### src/rtl/corePkg.sv
`default_nettype none

package corePkg;

    typedef enum logic [3:0] {
        ALU_ADD, ALU_SUB, ALU_SLL, ALU_SRL, ALU_SRA, ALU_SLT, ALU_SLTU,
        ALU_XOR, ALU_OR, ALU_AND, ALU_RETURN_A, ALU_RETURN_B, ALU_NONE
    } aluOpT;

    typedef enum logic [2:0] {
        WB_ALU    = 3'b000,
        WB_LOAD   = 3'b001,
        WB_PC4    = 3'b010,
        WB_SEXT32 = 3'b100, // low word of alu result, sign-extended
        WB_CSR    = 3'b101
    } wbSelT;

    typedef enum logic [1:0] {OPA_PC = 2'b00, OPA_RS1 = 2'b01} opASelT;
    typedef enum logic [1:0] {OPB_IMM = 2'b00, OPB_RS2 = 2'b01, OPB_CSR = 2'b11} opBSelT;

    typedef logic [11:0] csrAddrT;

    typedef struct packed {
        logic [6:0] funct7;
        logic [4:0] rs2;
        logic [4:0] rs1;
        logic [2:0] funct3;
        logic [4:0] rd;
        logic [6:0] opcode;
    } instFieldsT;

    typedef struct packed {
        logic [11:0] sysImm; // csr address or ecall/ebreak/mret selector
        logic [19:0] rest;
    } instSysT;

    typedef union packed {
        instFieldsT fields;
        instSysT    sys;
    } instWordT;

    localparam logic [6:0] OP_LUI    = 7'b0110111;
    localparam logic [6:0] OP_AUIPC  = 7'b0010111;
    localparam logic [6:0] OP_JAL    = 7'b1101111;
    localparam logic [6:0] OP_JALR   = 7'b1100111;
    localparam logic [6:0] OP_BRANCH = 7'b1100011;
    localparam logic [6:0] OP_LOAD   = 7'b0000011;
    localparam logic [6:0] OP_STORE  = 7'b0100011;
    localparam logic [6:0] OP_IMM    = 7'b0010011;
    localparam logic [6:0] OP_REG    = 7'b0110011;
    localparam logic [6:0] OP_IMM32  = 7'b0011011;
    localparam logic [6:0] OP_REG32  = 7'b0111011;
    localparam logic [6:0] OP_SYSTEM = 7'b1110011;

    localparam logic [11:0] SYS_ECALL  = 12'h000;
    localparam logic [11:0] SYS_EBREAK = 12'h001;
    localparam logic [11:0] SYS_MRET   = 12'h302;

    localparam csrAddrT CSR_MSTATUS = 12'h300;
    localparam csrAddrT CSR_MTVEC   = 12'h305;
    localparam csrAddrT CSR_MEPC    = 12'h341;
    localparam csrAddrT CSR_MCAUSE  = 12'h342;

endpackage

`default_nettype wire

### src/rtl/instDecoder.sv
`default_nettype none

module instDecoder (
    input  corePkg::instWordT inst,
    input  logic [63:0]       rs1Data,
    input  logic [63:0]       rs2Data,
    output corePkg::aluOpT    aluOp,
    output corePkg::opASelT   opASel,
    output corePkg::opBSelT   opBSel,
    output logic              regWen,
    output corePkg::wbSelT    wbSel,
    output logic [3:0]        loadSize,
    output logic              loadSigned,
    output logic [3:0]        storeSize,
    output logic              dataReadEn,
    output logic              rs1to32,
    output logic              csrWen,
    output logic              csrSet,
    output logic              isEcall,
    output logic              isMret,
    output logic              isEbreak,
    output logic              jumpReg,
    output logic              takeTarget
);
    import corePkg::*;

    logic [6:0] funct7;
    logic [2:0] funct3;

    assign funct7 = inst.fields.funct7;
    assign funct3 = inst.fields.funct3;

    // shared op table for reg and imm forms, alt picks sub / sra
    function automatic aluOpT baseOp(input logic [2:0] f3, input logic alt);
        case (f3)
            3'b000:  baseOp = alt ? ALU_SUB : ALU_ADD;
            3'b001:  baseOp = ALU_SLL;
            3'b010:  baseOp = ALU_SLT;
            3'b011:  baseOp = ALU_SLTU;
            3'b100:  baseOp = ALU_XOR;
            3'b101:  baseOp = alt ? ALU_SRA : ALU_SRL;
            3'b110:  baseOp = ALU_OR;
            default: baseOp = ALU_AND;
        endcase
    endfunction

    always_comb begin
        aluOp = ALU_NONE;
        opASel = OPA_RS1;
        opBSel = OPB_IMM;
        regWen = 1'b0;
        wbSel = WB_ALU;
        loadSize = 4'd0;
        loadSigned = 1'b0;
        storeSize = 4'd0;
        dataReadEn = 1'b0;
        rs1to32 = 1'b0;
        csrWen = 1'b0;
        csrSet = 1'b0;
        isEcall = 1'b0;
        isMret = 1'b0;
        isEbreak = 1'b0;
        jumpReg = 1'b0;
        takeTarget = 1'b0;
        case (inst.fields.opcode)
            OP_LUI: begin
                regWen = 1'b1;
                aluOp = ALU_RETURN_B;
            end
            OP_AUIPC: begin
                regWen = 1'b1;
                opASel = OPA_PC;
                aluOp = ALU_ADD;
            end
            OP_JAL: begin
                regWen = 1'b1;
                wbSel = WB_PC4;
                takeTarget = 1'b1;
            end
            OP_JALR: begin
                regWen = 1'b1;
                wbSel = WB_PC4;
                takeTarget = 1'b1;
                jumpReg = 1'b1; // target from rs1
            end
            OP_BRANCH: begin
                case (funct3)
                    3'b000:  takeTarget = rs1Data == rs2Data;
                    3'b001:  takeTarget = rs1Data != rs2Data;
                    3'b100:  takeTarget = $signed(rs1Data) < $signed(rs2Data);
                    3'b101:  takeTarget = $signed(rs1Data) >= $signed(rs2Data);
                    3'b110:  takeTarget = rs1Data < rs2Data;
                    3'b111:  takeTarget = rs1Data >= rs2Data;
                    default: takeTarget = 1'b0;
                endcase
            end
            OP_LOAD: begin
                regWen = 1'b1;
                wbSel = WB_LOAD;
                dataReadEn = 1'b1;
                aluOp = ALU_ADD;
                loadSize = 4'd1 << funct3[1:0]; // 1, 2, 4 or 8 bytes
                loadSigned = !funct3[2];
            end
            OP_STORE: begin
                aluOp = ALU_ADD;
                storeSize = 4'd1 << funct3[1:0];
            end
            OP_IMM: begin
                regWen = 1'b1;
                aluOp = baseOp(funct3, funct3 == 3'b101 && funct7[5]);
            end
            OP_REG: begin
                regWen = 1'b1;
                opBSel = OPB_RS2;
                aluOp = baseOp(funct3, funct7[5]);
            end
            OP_IMM32: begin
                regWen = 1'b1;
                wbSel = WB_SEXT32;
                rs1to32 = funct3[0]; // word shifts only
                aluOp = baseOp(funct3, funct3 == 3'b101 && funct7[5]);
            end
            OP_REG32: begin
                regWen = 1'b1;
                opBSel = OPB_RS2;
                wbSel = WB_SEXT32;
                rs1to32 = funct3[0];
                aluOp = baseOp(funct3, funct7[5]);
            end
            OP_SYSTEM: begin
                case (funct3)
                    3'b000: begin
                        case (inst.sys.sysImm)
                            SYS_ECALL:  isEcall = 1'b1;
                            SYS_EBREAK: isEbreak = 1'b1;
                            SYS_MRET:   isMret = 1'b1;
                            default: ;
                        endcase
                    end
                    3'b001: begin // csrrw
                        regWen = 1'b1;
                        wbSel = WB_CSR;
                        csrWen = 1'b1;
                        aluOp = ALU_RETURN_A;
                    end
                    3'b010: begin // csrrs
                        regWen = 1'b1;
                        wbSel = WB_CSR;
                        csrWen = 1'b1;
                        csrSet = 1'b1;
                        opBSel = OPB_CSR;
                        aluOp = ALU_OR;
                    end
                    default: ;
                endcase
            end
            default: ;
        endcase
    end

endmodule

`default_nettype wire

### config.mk
export PLATFORM = sky130hd
export DESIGN_NAME = instDecoder
export DESIGN_NICKNAME = d
export VERILOG_FILES = /design/src/rtl/corePkg.sv /design/src/rtl/instDecoder.sv
export SDC_FILE = /design/constraint.sdc
export NUM_CORES = 1
export LEC_CHECK = 0
export ABC_AREA = 1
export ABC_CLOCK_PERIOD_IN_PS = 5150
export BUFFER_PORTS_ARGS = -buffer_cell sky130_fd_sc_hd__buf_2
export CORE_ASPECT_RATIO = 1.25
export CORE_MARGIN = 3
export CORE_UTILIZATION = 43
export DETAILED_ROUTE_END_ITERATION = 8
export PLACE_DENSITY = 0.95
export SLEW_MARGIN = 0
export SYNTH_ARGS = -nofsm -noshare
export SYNTH_HDL_FRONTEND = slang
export SYNTH_SLANG_ARGS = --single-unit
### constraint.sdc
create_clock -name vclk -period 5.15
set_clock_uncertainty 0.05 [all_clocks]
set_input_delay 0.7725 -clock vclk [all_inputs]
set_output_delay 0.7725 -clock vclk [all_outputs]
set_load 0.03 [all_outputs]
==> summary by stage, run 1 <==
Outcome
The flow ran to the end, and the final reports show no timing, DRC or antenna violations.

Setup path
The last element of the critical path is takeTarget. Broken down by cell family, the worst path's largest delay share belongs to simple AND/OR/NAND/NOR gates. Data arrives at the worst endpoint at 2.73 ns. The number of cells on the critical path is 15. Traced cell by cell, the critical path runs through buf_2 -> inv_1 -> ha_1 -> nand2_1 -> nor2_1 -> nand4_1 -> nor2_1 -> nand4_1 -> or2_1 -> a21oi_1 -> nor2_1 -> nand3_1 -> nand2_1 -> nand2_1 -> buf_2. At the worst endpoint, the required time is 4.33 ns.

Together, buffers and inverters on the worst path number 3. The slowest stage of the critical path is the sky130_fd_sc_hd__ha_1 cell. The nature of the critical path endpoint is an output port.

Of all nets on the critical path, the largest fanout is 3. The kind of start point of the critical path is an input pin. In this run the worst setup path begins at rs2Data[7]. On the worst path, the slowest cell contributes a delay of 0.29 ns. The worst setup path category is input pin to output port.

Yosys
The top cell type by total area after synthesis is sky130_fd_sc_hd__ha_1. The number of synthesis warnings is 0. The post-synthesis area per instance is 5.66 sq um. The commonest cells after synthesis are sky130_fd_sc_hd__inv_1 (106), sky130_fd_sc_hd__nand2_1 (101), sky130_fd_sc_hd__ha_1 (64), sky130_fd_sc_hd__nor2_1 (46), sky130_fd_sc_hd__a21oi_1 (29). The number of distinct library cells after synthesis is 29. The synthesized area is 2380 sq um. Yosys instantiated no cell more often than sky130_fd_sc_hd__inv_1. By area the synthesized netlist is led by sky130_fd_sc_hd__ha_1 (34%), sky130_fd_sc_hd__inv_1 (17%), sky130_fd_sc_hd__nand2_1 (16%), sky130_fd_sc_hd__nor2_1 (7.3%), sky130_fd_sc_hd__a21oi_1 (6.1%).

For this run, the register share of the synthesized area comes to 0. Of the post-synthesis cell area, the dominant cell type holds 0.337. When the netlist entered floorplanning its net count stood at 644. Synthesis handed over a netlist of 420 instances.

Min path
The worst hold-check path type is input pin to output port.

Pwr
Summed over all nets, the switching power comes to 0.000113 W. Dividing total power by cell area gives a power density of 63.9 nW/um^2. The share of total power dissipated in sequential elements is 0.

For this design the static power due to leakage is 2.27 nW. The internal power of the cells totals 0.000100 W. The share of total power dissipated in the clock network is 0. The worst ir drop on vdd is 0.0367 mV. The combinational power share is 1.000. Of the total power, the share spent switching nets is 0.529.

Global routing
The first-pass GRT wire length is 11400 microns. For this run the aggregate overflow at the end of global routing stands at 0. The pin count of the biggest net entering global routing is 8.

The initial antenna violation count is 0. In the global route stage, overall resource usage came out at 0.206. The number of global-route vias before repair is 3038.

Drt
The first TritonRoute pass finished after 4 iterations. The routed wirelength normalized by instance count is 10.9 microns. Signal routing reaches up to met4. After detailed routing, the number of vias per cell comes to 4.79. The amount of wire on met2 after detailed routing is 3920 microns. The wire length the detailed router placed on met1 is 2580 microns. The post-route antenna net violation count is 0. After detailed routing, the total wire length is 7210 microns.

The detailed-route DRC error count is 0. The via count of the routed design is 3154. The sum of met3 wire segment lengths after detailed routing is 643 microns. The DRC violation total after the first TritonRoute iteration is 106.

Layout
Relative to the synthesized area, the layout overhead comes to 40.3%. After layout, the clock buffer instance count stands at 0. The final-layout fill cell count is 463. The share of layout cells above drive strength 1 is 0.338.

The repair_antennas step left the layout with diodes totalling 0. The total number of sequential cells is 0. For this run, the post-layout net count is 823. The register area is 0 sq um. The utilization after layout is 0.638. The area occupied by multi-input gates is 1950 sq um.

Floorplan
The core box area is 5230 sq um. For this design the top-level I/O count stands at 190. The die covers 6460 sq um. The number of cell rows is 29. The die is 72.5 microns wide.

The chip height is 89.1 microns. The initial standard-cell utilization of the core is 0.455.

Place
The final estimated routing congestion in global placement is 0.920. The placed wire-length estimate after detailed placement is 6720 microns. The count of buffers added on input and output ports is 179.

Clocking
The number of gates resized after cts is 0. The number of setup buffers added after CTS is 0. Buffers inserted to repair hold after CTS numbered 0.

STA
Adding up every negative setup slack in the final design gives 0 ns. Setup violations remaining at the end of the flow were counted as 0. The number of pins with negative max-slew slack in the final report is 0. The smallest hold slack is 1.80 ns.

Setup repair after global routing left no endpoint under its margin. The number of hold violations in the final report is 0. The smallest clock period supported by the final layout is computed as 3.55 ns. For this run, the top clock speed supported by timing is 281 MHz. The portion of the clock cycle consumed by the worst path in the final layout is 0.690.

Flow run
Across the run, the number of max-cap violations was 0.
[power groups by stage]
stage	combinational, W	sequential (W)	clock, W
5_1_grt	0.000248	0	0
2_1_floorplan	0.000122	0	0
4_1_cts	0.000215	0	0
6_report	0.000213	0	0
3_3_place_gp	0.000202	0	0
3_5_place_dp	0.000213	0	0
[per-layer routing]
metal,up-vias,GRT usage
li1,1680,-
met1,1330,0.208
met2,136,0.449
met3,8,0.0202
met4,0,0.0319
met5,-,0
[layout by cell type, fill, tap and decap left out]
master / n
sky130_fd_sc_hd__conb_1: 1
sky130_fd_sc_hd__nor4_4: 1
sky130_fd_sc_hd__nor4_2: 1
sky130_fd_sc_hd__or4_1: 1
sky130_fd_sc_hd__nor4_1: 1
sky130_fd_sc_hd__o311ai_1: 1
sky130_fd_sc_hd__o21a_1: 2
sky130_fd_sc_hd__inv_2: 3
sky130_fd_sc_hd__nand3_1: 13
sky130_fd_sc_hd__nor3_1: 5
sky130_fd_sc_hd__nor2_1: 46
sky130_fd_sc_hd__nor2_2: 7
sky130_fd_sc_hd__nand2_2: 5
sky130_fd_sc_hd__nor3_2: 2
sky130_fd_sc_hd__and3_1: 1
sky130_fd_sc_hd__inv_1: 106
sky130_fd_sc_hd__nand3_2: 1
sky130_fd_sc_hd__and2_1: 1
sky130_fd_sc_hd__ha_1: 64
sky130_fd_sc_hd__nand2_1: 101
sky130_fd_sc_hd__or2_1: 1
sky130_fd_sc_hd__a21oi_1: 29
sky130_fd_sc_hd__buf_2: 179
sky130_fd_sc_hd__o21ai_0: 9
sky130_fd_sc_hd__o311ai_0: 2
sky130_fd_sc_hd__nor2_4: 2
sky130_fd_sc_hd__nand4_1: 8
sky130_fd_sc_hd__a31o_2: 1
sky130_fd_sc_hd__a21o_1: 3
[kinds of logic (layout without fill, tap and decap cells)]
| group | count (synthesis) | in the layout | share of synthesized area |
|---|---|---|---|
| fa+ha+maj | 64 | 64 | 0.337 |
| simple gates | 197 | 197 | 0.373 |
| compound gates | 47 | 47 | 0.111 |
| other cells | 1 | 1 | 0.00158 |
| buf+inv | 111 | 288 | 0.178 |
[layout make-up]
| type | instances | share of cell area |
|---|---|---|
| timing repair buffer | 179 | 0.269 |
| tap | 62 | 0.0233 |
| inverter | 109 | 0.123 |
| multi-input combinational | 309 | 0.586 |
[stage by stage]
| step | setup WS (ns) | cell area (sq um) | total power [W] | cells |
|---|---|---|---|---|
| after floorplan | 1.93 | 2380 | 0.000122 | 420 |
| after global placement | 1.66 | 3340 | 0.000202 | 659 |
| after detailed placement | 1.59 | 3340 | 0.000213 | 659 |
| after CTS | 1.59 | 3340 | 0.000215 | 659 |
| after global routing | 1.34 | 3340 | 0.000248 | 659 |
| final | 1.60 | 3340 | 0.000213 | 659 |
[how the worst min path moves through the flow]
stage,startpoint,endpoint,cells after the start
after floorplan,inst[6],dataReadEn,1
after global placement,inst[21],isEcall,3
after detailed placement,inst[21],isEcall,3
after CTS,inst[21],isEcall,3
after global routing,inst[21],isEcall,3
final,inst[21],isEcall,3
(Power assumes the default switching activity.)
==> run 2, diff against run 1 <==
--- a/config.mk
+++ b/config.mk
@@ -6,13 +6,13 @@
 export NUM_CORES = 1
 export LEC_CHECK = 0
 export ABC_AREA = 1
-export ABC_CLOCK_PERIOD_IN_PS = 5150
+export ABC_CLOCK_PERIOD_IN_PS = 2900
 export BUFFER_PORTS_ARGS = -buffer_cell sky130_fd_sc_hd__buf_2
 export CORE_ASPECT_RATIO = 1.25
 export CORE_MARGIN = 3
-export CORE_UTILIZATION = 43
+export CORE_UTILIZATION = 38
 export DETAILED_ROUTE_END_ITERATION = 8
-export PLACE_DENSITY = 0.95
+export PLACE_DENSITY = 0.91
 export SLEW_MARGIN = 0
 export SYNTH_ARGS = -nofsm -noshare
 export SYNTH_HDL_FRONTEND = slang
==> constraint.sdc (replaced) <==
create_clock -name vclk -period 2.9
set_clock_uncertainty 0.05 [all_clocks]
set_input_delay 0.435 -clock vclk [all_inputs]
set_output_delay 0.435 -clock vclk [all_outputs]
set_load 0.03 [all_outputs]
==> summary by stage, run 2 (synthesis gave the netlist of run 1 again) <==
Outcome
Run status: finished clean (unchanged).

Place
The count of buffers from port buffering is 179 (unchanged). The final estimated routing congestion in global placement is 0.913 (was 0.920). The post-place instance area came to 3380 sq um (was 3340 sq um). The minimum setup slack after placement is 0.0765 ns (was 1.59 ns). The placed wire-length estimate after detailed placement is 6660 microns (was 6720 microns).

Setup path
The nature of the critical path endpoint is an output port (unchanged). The first element of the critical path was rs2Data[57] (was rs2Data[7]). The last element of the critical path is takeTarget (unchanged). The biggest fanout along the worst timing path is 2 (was 3). The kind of start point of the critical path is an input pin (unchanged). The critical path's most frequent cell is sky130_fd_sc_hd__nand2_1. The data arrival time of the critical path is 2.27 ns (was 2.73 ns). The count of buffering cells on the critical path with inverters included was 4 (was 3).

Worst-path cell chain: buf_2 -> inv_1 -> ha_4 -> nand2_1 -> nor2_2 -> nand3_2 -> nor2_4 -> nand2_4 -> nor2_4 -> buf_4 -> nand3_1 -> nand2_1 -> nand2_1 -> nor2_1 -> nand3_1 -> nand2_1 -> nand2_1 -> buf_4 (was buf_2 -> inv_1 -> ha_1 -> nand2_1 -> nor2_1 -> nand4_1 -> nor2_1 -> nand4_1 -> or2_1 -> a21oi_1 -> nor2_1 -> nand3_1 -> nand2_1 -> nand2_1 -> buf_2). The stage delay of the slowest cell on the critical path is 0.27 ns (was 0.29 ns). The number of cells on the critical path is 18 (was 15). The worst setup path category is input pin to output port (unchanged). The data required time at the worst endpoint is 2.41 ns (was 4.33 ns). The kind of cell with the highest combined delay on the critical path was simple AND/OR/NAND/NOR gates (unchanged).

The highest-delay cell along the critical path is sky130_fd_sc_hd__ha_4 (was sky130_fd_sc_hd__ha_1).

Floorplan
The die extent in x is 76.7 microns (was 72.5 microns). The core box area was 5930 sq um (was 5230 sq um). The I/O pin count was 190 (unchanged).

The chip height came to 94.4 microns (was 89.1 microns). The die outline area is 7250 sq um (was 6460 sq um). The number of cell rows is 31 (was 29). The initial standard-cell utilization of the core is 0.401 (was 0.455).

STA
Subtracting the final worst setup slack from the clock period gives 2.76 ns. Of the available clock period, the critical path in the final layout requires 0.950. The highest clock rate is 363 MHz. The final-layout setup total negative slack is 0 ns (unchanged). The number of pins with negative max-slew slack in the final report was 0 (unchanged). The final worst slack is 0.144 ns (was 1.60 ns).

The number of hold violations in the final report is 0 (unchanged). The final setup violation count is 0 (unchanged).

Drt
The DRC violation total after the first TritonRoute iteration is 59 (was 106). The via count of the routed design came to 3211 (was 3154). The post-route antenna net violation count is 0 (unchanged). The routed wirelength normalized by instance count is 10.7 microns (was 10.9 microns). The detailed-route DRC error count is 0 (unchanged). The detailed-route vias per instance was 4.69 (was 4.79). The final wirelength is 7300 microns (was 7210 microns). The number of detailed-routing iterations run before antenna repair is 4 (unchanged).

Global routing
The total routing resource utilization after global routing is 0.186 (was 0.206). The first-pass GRT wire length is 11900 microns (was 11400 microns). The initial antenna violation count is 0 (unchanged).

The pin count of the biggest net entering global routing came to 8 (unchanged). The number of global-route vias before repair is 3059 (was 3038). The global route total overflow was 0 (unchanged).

Layout
The total number of sequential cells is 0 (unchanged). Most frequent cells in the layout: sky130_fd_sc_hd__buf_2 (178), sky130_fd_sc_hd__inv_1 (106), sky130_fd_sc_hd__nand2_1 (100) (was sky130_fd_sc_hd__buf_2 (179), sky130_fd_sc_hd__inv_1 (106), sky130_fd_sc_hd__nand2_1 (101)). The post-route cell area is 3470 sq um (was 3340 sq um). The number of clock buffer instances in the layout is 0 (unchanged). The number of nets in the layout is 828 (was 823). The most common cell after layout, fill and taps aside is sky130_fd_sc_hd__buf_2 (unchanged).

The antenna diode count is 0 (unchanged). The share of layout cells above drive strength 1 is 0.360 (was 0.338). The relative area change from synthesis to final layout is 45.9% (was 40.3%). The register area came to 0 sq um (unchanged).

Pwr
The sum of internal, switching and leakage power is 0.000393 W (was 0.000213 W). The leakage component of the power came to 2.31 nW (was 2.27 nW). The power per cell area was 113 nW/um^2 (was 63.9 nW/um^2). The worst ir drop on vdd is 0.0514 mV (was 0.0367 mV).

Clocking
The hold buffer count at cts is 0 (unchanged).

Flow run
The count of max-cap constraint violations was 0 (unchanged).

Min path
The worst hold-check path type is input pin to output port (unchanged). The critical hold path startpoint was inst[21] (unchanged).
[run 2: area by class of cell]
class,instances,area [sq um]
Tap cell,82,103
Fill cell,565,2470
Timing Repair Buffer,184,936
Inverter,109,409
Multi-Input combinational cell,309,2020
[run 2: where the power goes]
part           internal, W  switching [W]
clock network            0              0
logic             0.000186       0.000207
registers                0              0
total             0.000186       0.000207
[run 2: worst min path at each step]
| stage | to | cells after the start |
|---|---|---|
| detailed placement | isEcall | 3 |
| global route | isEcall | 3 |
| floorplan | dataReadEn | 1 |
| global placement | isEcall | 3 |
| finish | isEcall | 3 |
| CTS | isEcall | 3 |
[run 2: timing repair]
| item | in CTS | in global routing |
|---|---|---|
| endpoints found under the setup margin | 0 | 1 |
| setup buffers | 0 | 3 |
| resized for setup | 0 | 16 |
| endpoints found under the hold margin | 0 | 0 |
[run 2: metrics by stage]
step / std cells / util / hold slack [ns]
floorplan: 420 / - / 0.871
global placement: 681 / 0.569 / 1.12
detailed placement: 681 / 0.569 / 1.13
CTS: 681 / 0.569 / 1.13
global route: 684 / 0.584 / 1.14
finish: 684 / 0.584 / 1.12
[run 2: metal layers]
metal / global-route usage / up-vias / routed length, microns
li1: - / 1691 / -
met4: 0 / 0 / 21
met5: 0 / - / 0
met3: 0.0162 / 2 / 486
met1: 0.190 / 1386 / 2700
met2: 0.418 / 132 / 4100
==> run 3, diff against run 2 <==
--- a/config.mk
+++ b/config.mk
@@ -12,6 +12,7 @@
 export CORE_MARGIN = 3
 export CORE_UTILIZATION = 38
 export DETAILED_ROUTE_END_ITERATION = 8
+export GPL_TIMING_DRIVEN = 0
 export PLACE_DENSITY = 0.91
 export SLEW_MARGIN = 0
 export SYNTH_ARGS = -nofsm -noshare
==> summary by stage, run 3 (synthesis gave the netlist of run 1 again) <==
Layout
The number of clock buffer instances in the layout is 0 (unchanged). The share of layout cells above drive strength 1 is 0.365 (was 0.360). The antenna diode count is 0 (unchanged). The total number of sequential cells is 0 (unchanged). Most frequent cells in the layout: sky130_fd_sc_hd__buf_2 (178), sky130_fd_sc_hd__inv_1 (106), sky130_fd_sc_hd__nand2_1 (99) (was sky130_fd_sc_hd__buf_2 (178), sky130_fd_sc_hd__inv_1 (106), sky130_fd_sc_hd__nand2_1 (100)).

The register area is 0 sq um (unchanged). The number of nets in the layout came to 828 (unchanged). The final-layout fill cell count is 550 (was 565).

The final cell count without fillers was 684 (unchanged). The most common cell after layout, fill and taps aside is sky130_fd_sc_hd__buf_2 (unchanged). The relative area change from synthesis to final layout is 47.6% (was 45.9%). The area occupied by multi-input gates is 2060 sq um (was 2020 sq um).

Setup path
The last element of the critical path is takeTarget (unchanged). The highest-delay cell along the critical path is sky130_fd_sc_hd__ha_1 (was sky130_fd_sc_hd__ha_4). The critical path's most frequent cell is sky130_fd_sc_hd__nand2_1 (unchanged). The first element of the critical path is rs2Data[15] (was rs2Data[57]).

The stage delay of the slowest cell on the critical path was 0.29 ns (was 0.27 ns). The worst setup path category is input pin to output port (unchanged). The data required time at the worst endpoint is 2.41 ns (about the same). The nature of the critical path endpoint is an output port (unchanged). Worst-path cell chain: buf_2 -> inv_1 -> ha_1 -> nand2_1 -> nor2_1 -> nand2_1 -> nor2_2 -> nand4_1 -> or2_1 -> a21oi_1 -> nor2_1 -> nand3_1 -> nand2_1 -> nand2_1 -> buf_6 (was buf_2 -> inv_1 -> ha_4 -> nand2_1 -> nor2_2 -> nand3_2 -> nor2_4 -> nand2_4 -> nor2_4 -> buf_4 -> nand3_1 -> nand2_1 -> nand2_1 -> nor2_1 -> nand3_1 -> nand2_1 -> nand2_1 -> buf_4). The data arrival time of the critical path came to 2.27 ns (about the same). The biggest fanout along the worst timing path is 3 (was 2). The kind of start point of the critical path is an input pin (unchanged).

Global routing
The initial antenna violation count is 0 (unchanged). The pin count of the biggest net entering global routing is 8 (unchanged). The global route total overflow is 0 (unchanged). The first-pass GRT wire length is 12000 microns (was 11900 microns).

The number of global-route vias before repair is 3140 (was 3059). The total routing resource utilization after global routing came to 0.191 (was 0.186).

Pwr
The switching fraction of total power is 0.528 (was 0.527). The part of the power in the clock network is 0 (about the same). The internal portion of total power is 0.000190 W (was 0.000186 W).

The leakage component of the power is 2.32 nW (was 2.31 nW). The combinational power share is 1.000 (about the same). The part of the power in registers is 0 (about the same).

The power per cell area was 114 nW/um^2 (was 113 nW/um^2). The switching power came to 0.000212 W (was 0.000207 W). The worst ir drop on vdd is 0.0641 mV (was 0.0514 mV).

Floorplan
The die extent in x is 76.7 microns (unchanged). The initial standard-cell utilization of the core is 0.401 (unchanged). The number of cell rows is 31 (unchanged).

The core box area is 5930 sq um (unchanged). The chip height came to 94.4 microns (unchanged). The I/O pin count was 190 (unchanged). The die outline area came to 7250 sq um (unchanged).

Drt
The number of detailed-routing iterations run before antenna repair is 4 (unchanged). The via count of the routed design is 3224 (was 3211). The detailed-route vias per instance is 4.71 (was 4.69). The post-route antenna net violation count is 0 (unchanged). The detailed-route DRC error count is 0 (unchanged). The final wirelength is 7640 microns (was 7300 microns). The routed wirelength normalized by instance count was 11.2 microns (was 10.7 microns).

The DRC violation total after the first TritonRoute iteration is 51 (was 59).

STA
The final setup violation count is 0 (unchanged). The highest clock rate was 364 MHz (was 363 MHz). The minimum clock period after layout is 2.75 ns (was 2.76 ns). The portion of the clock cycle consumed by the worst path in the final layout is 0.949 (was 0.950). The smallest hold slack was 1.13 ns (was 1.12 ns). The number of hold violations in the final report came to 0 (unchanged). The number of pins with negative max-slew slack in the final report is 0 (unchanged).

Flow run
The count of max-cap constraint violations is 0 (unchanged).

Place
The number of placed instances with taps included came to 681 (unchanged). The count of buffers from port buffering is 179 (unchanged). The final estimated routing congestion in global placement is 0.901 (was 0.913). The placed wire-length estimate after detailed placement is 6930 microns (was 6660 microns).

Outcome
Run status: finished clean (unchanged).

Min path
The worst hold-check path type is input pin to output port (unchanged).
-- run 3: area by class of cell --
| class | count | area share |
|---|---|---|
| well taps | 82 | 0.0292 |
| multi-input cells | 309 | 0.586 |
| plain buffers | 2 | 0.00428 |
| repair buffers | 182 | 0.263 |
| inverters | 109 | 0.117 |
-- run 3: worst max-delay path: cells and delay by family --
kind,cells,cell delay [ns]
and+or+nand+nor,10,1.14
adders and majority gates,1,0.29
buffers and inverters,3,0.24
AOI/OAI and AO/OA,1,0.16
-- run 3: how the worst min path moves through the flow --
stage               startpoint          to  slack, ns  depth (start not counted)
floorplan              inst[6]  dataReadEn       0.87                          1
global placement      inst[21]     isEcall       1.12                          3
detailed placement    inst[21]     isEcall       1.13                          3
CTS                   inst[21]     isEcall       1.13                          3
global route          inst[21]     isEcall       1.13                          3
finish                inst[21]     isEcall       1.13                          3
-- run 3: repair_timing --
item,CTS,global route
endpoints found under the setup margin,0,1
hold endpoints to repair,0,0
buffers inserted,0,3
hold buffers,0,0
gates resized for setup,0,21
-- run 3: metal layers --
layer | vias up | track usage | part of all wire | wire (microns)
met5 | - | 0 | 0 | 0
met4 | 0 | 0.0287 | 0.015 | 114
met3 | 13 | 0.0210 | 0.066 | 501
met2 | 141 | 0.428 | 0.57 | 4350
met1 | 1390 | 0.183 | 0.35 | 2670
li1 | 1680 | - | - | -
-- run 3: power by group through the flow --
stage               combinational [W]  clock (W)  sequential [W]
CTS                          0.000384          0               0
detailed placement           0.000381          0               0
floorplan                    0.000217          0               0
global route                 0.000463          0               0
finish                       0.000401          0               0
global placement             0.000359          0               0
-- run 3: stage by stage --
step / total power [W] / setup TNS [ns] / cell area [sq um] / worst slack [ns] / util
6_report: 0.000401 / 0 / 3510 / 0.149 / 0.591
5_1_grt: 0.000463 / -0.0300 / 3510 / -0.0300 / 0.591
3_3_place_gp: 0.000359 / 0 / 3380 / 0.0711 / 0.569
4_1_cts: 0.000384 / 0 / 3380 / 0.00841 / 0.569
3_5_place_dp: 0.000381 / 0 / 3380 / 0.00987 / 0.569
2_1_floorplan: 0.000217 / 0 / 2380 / 0.353 / -
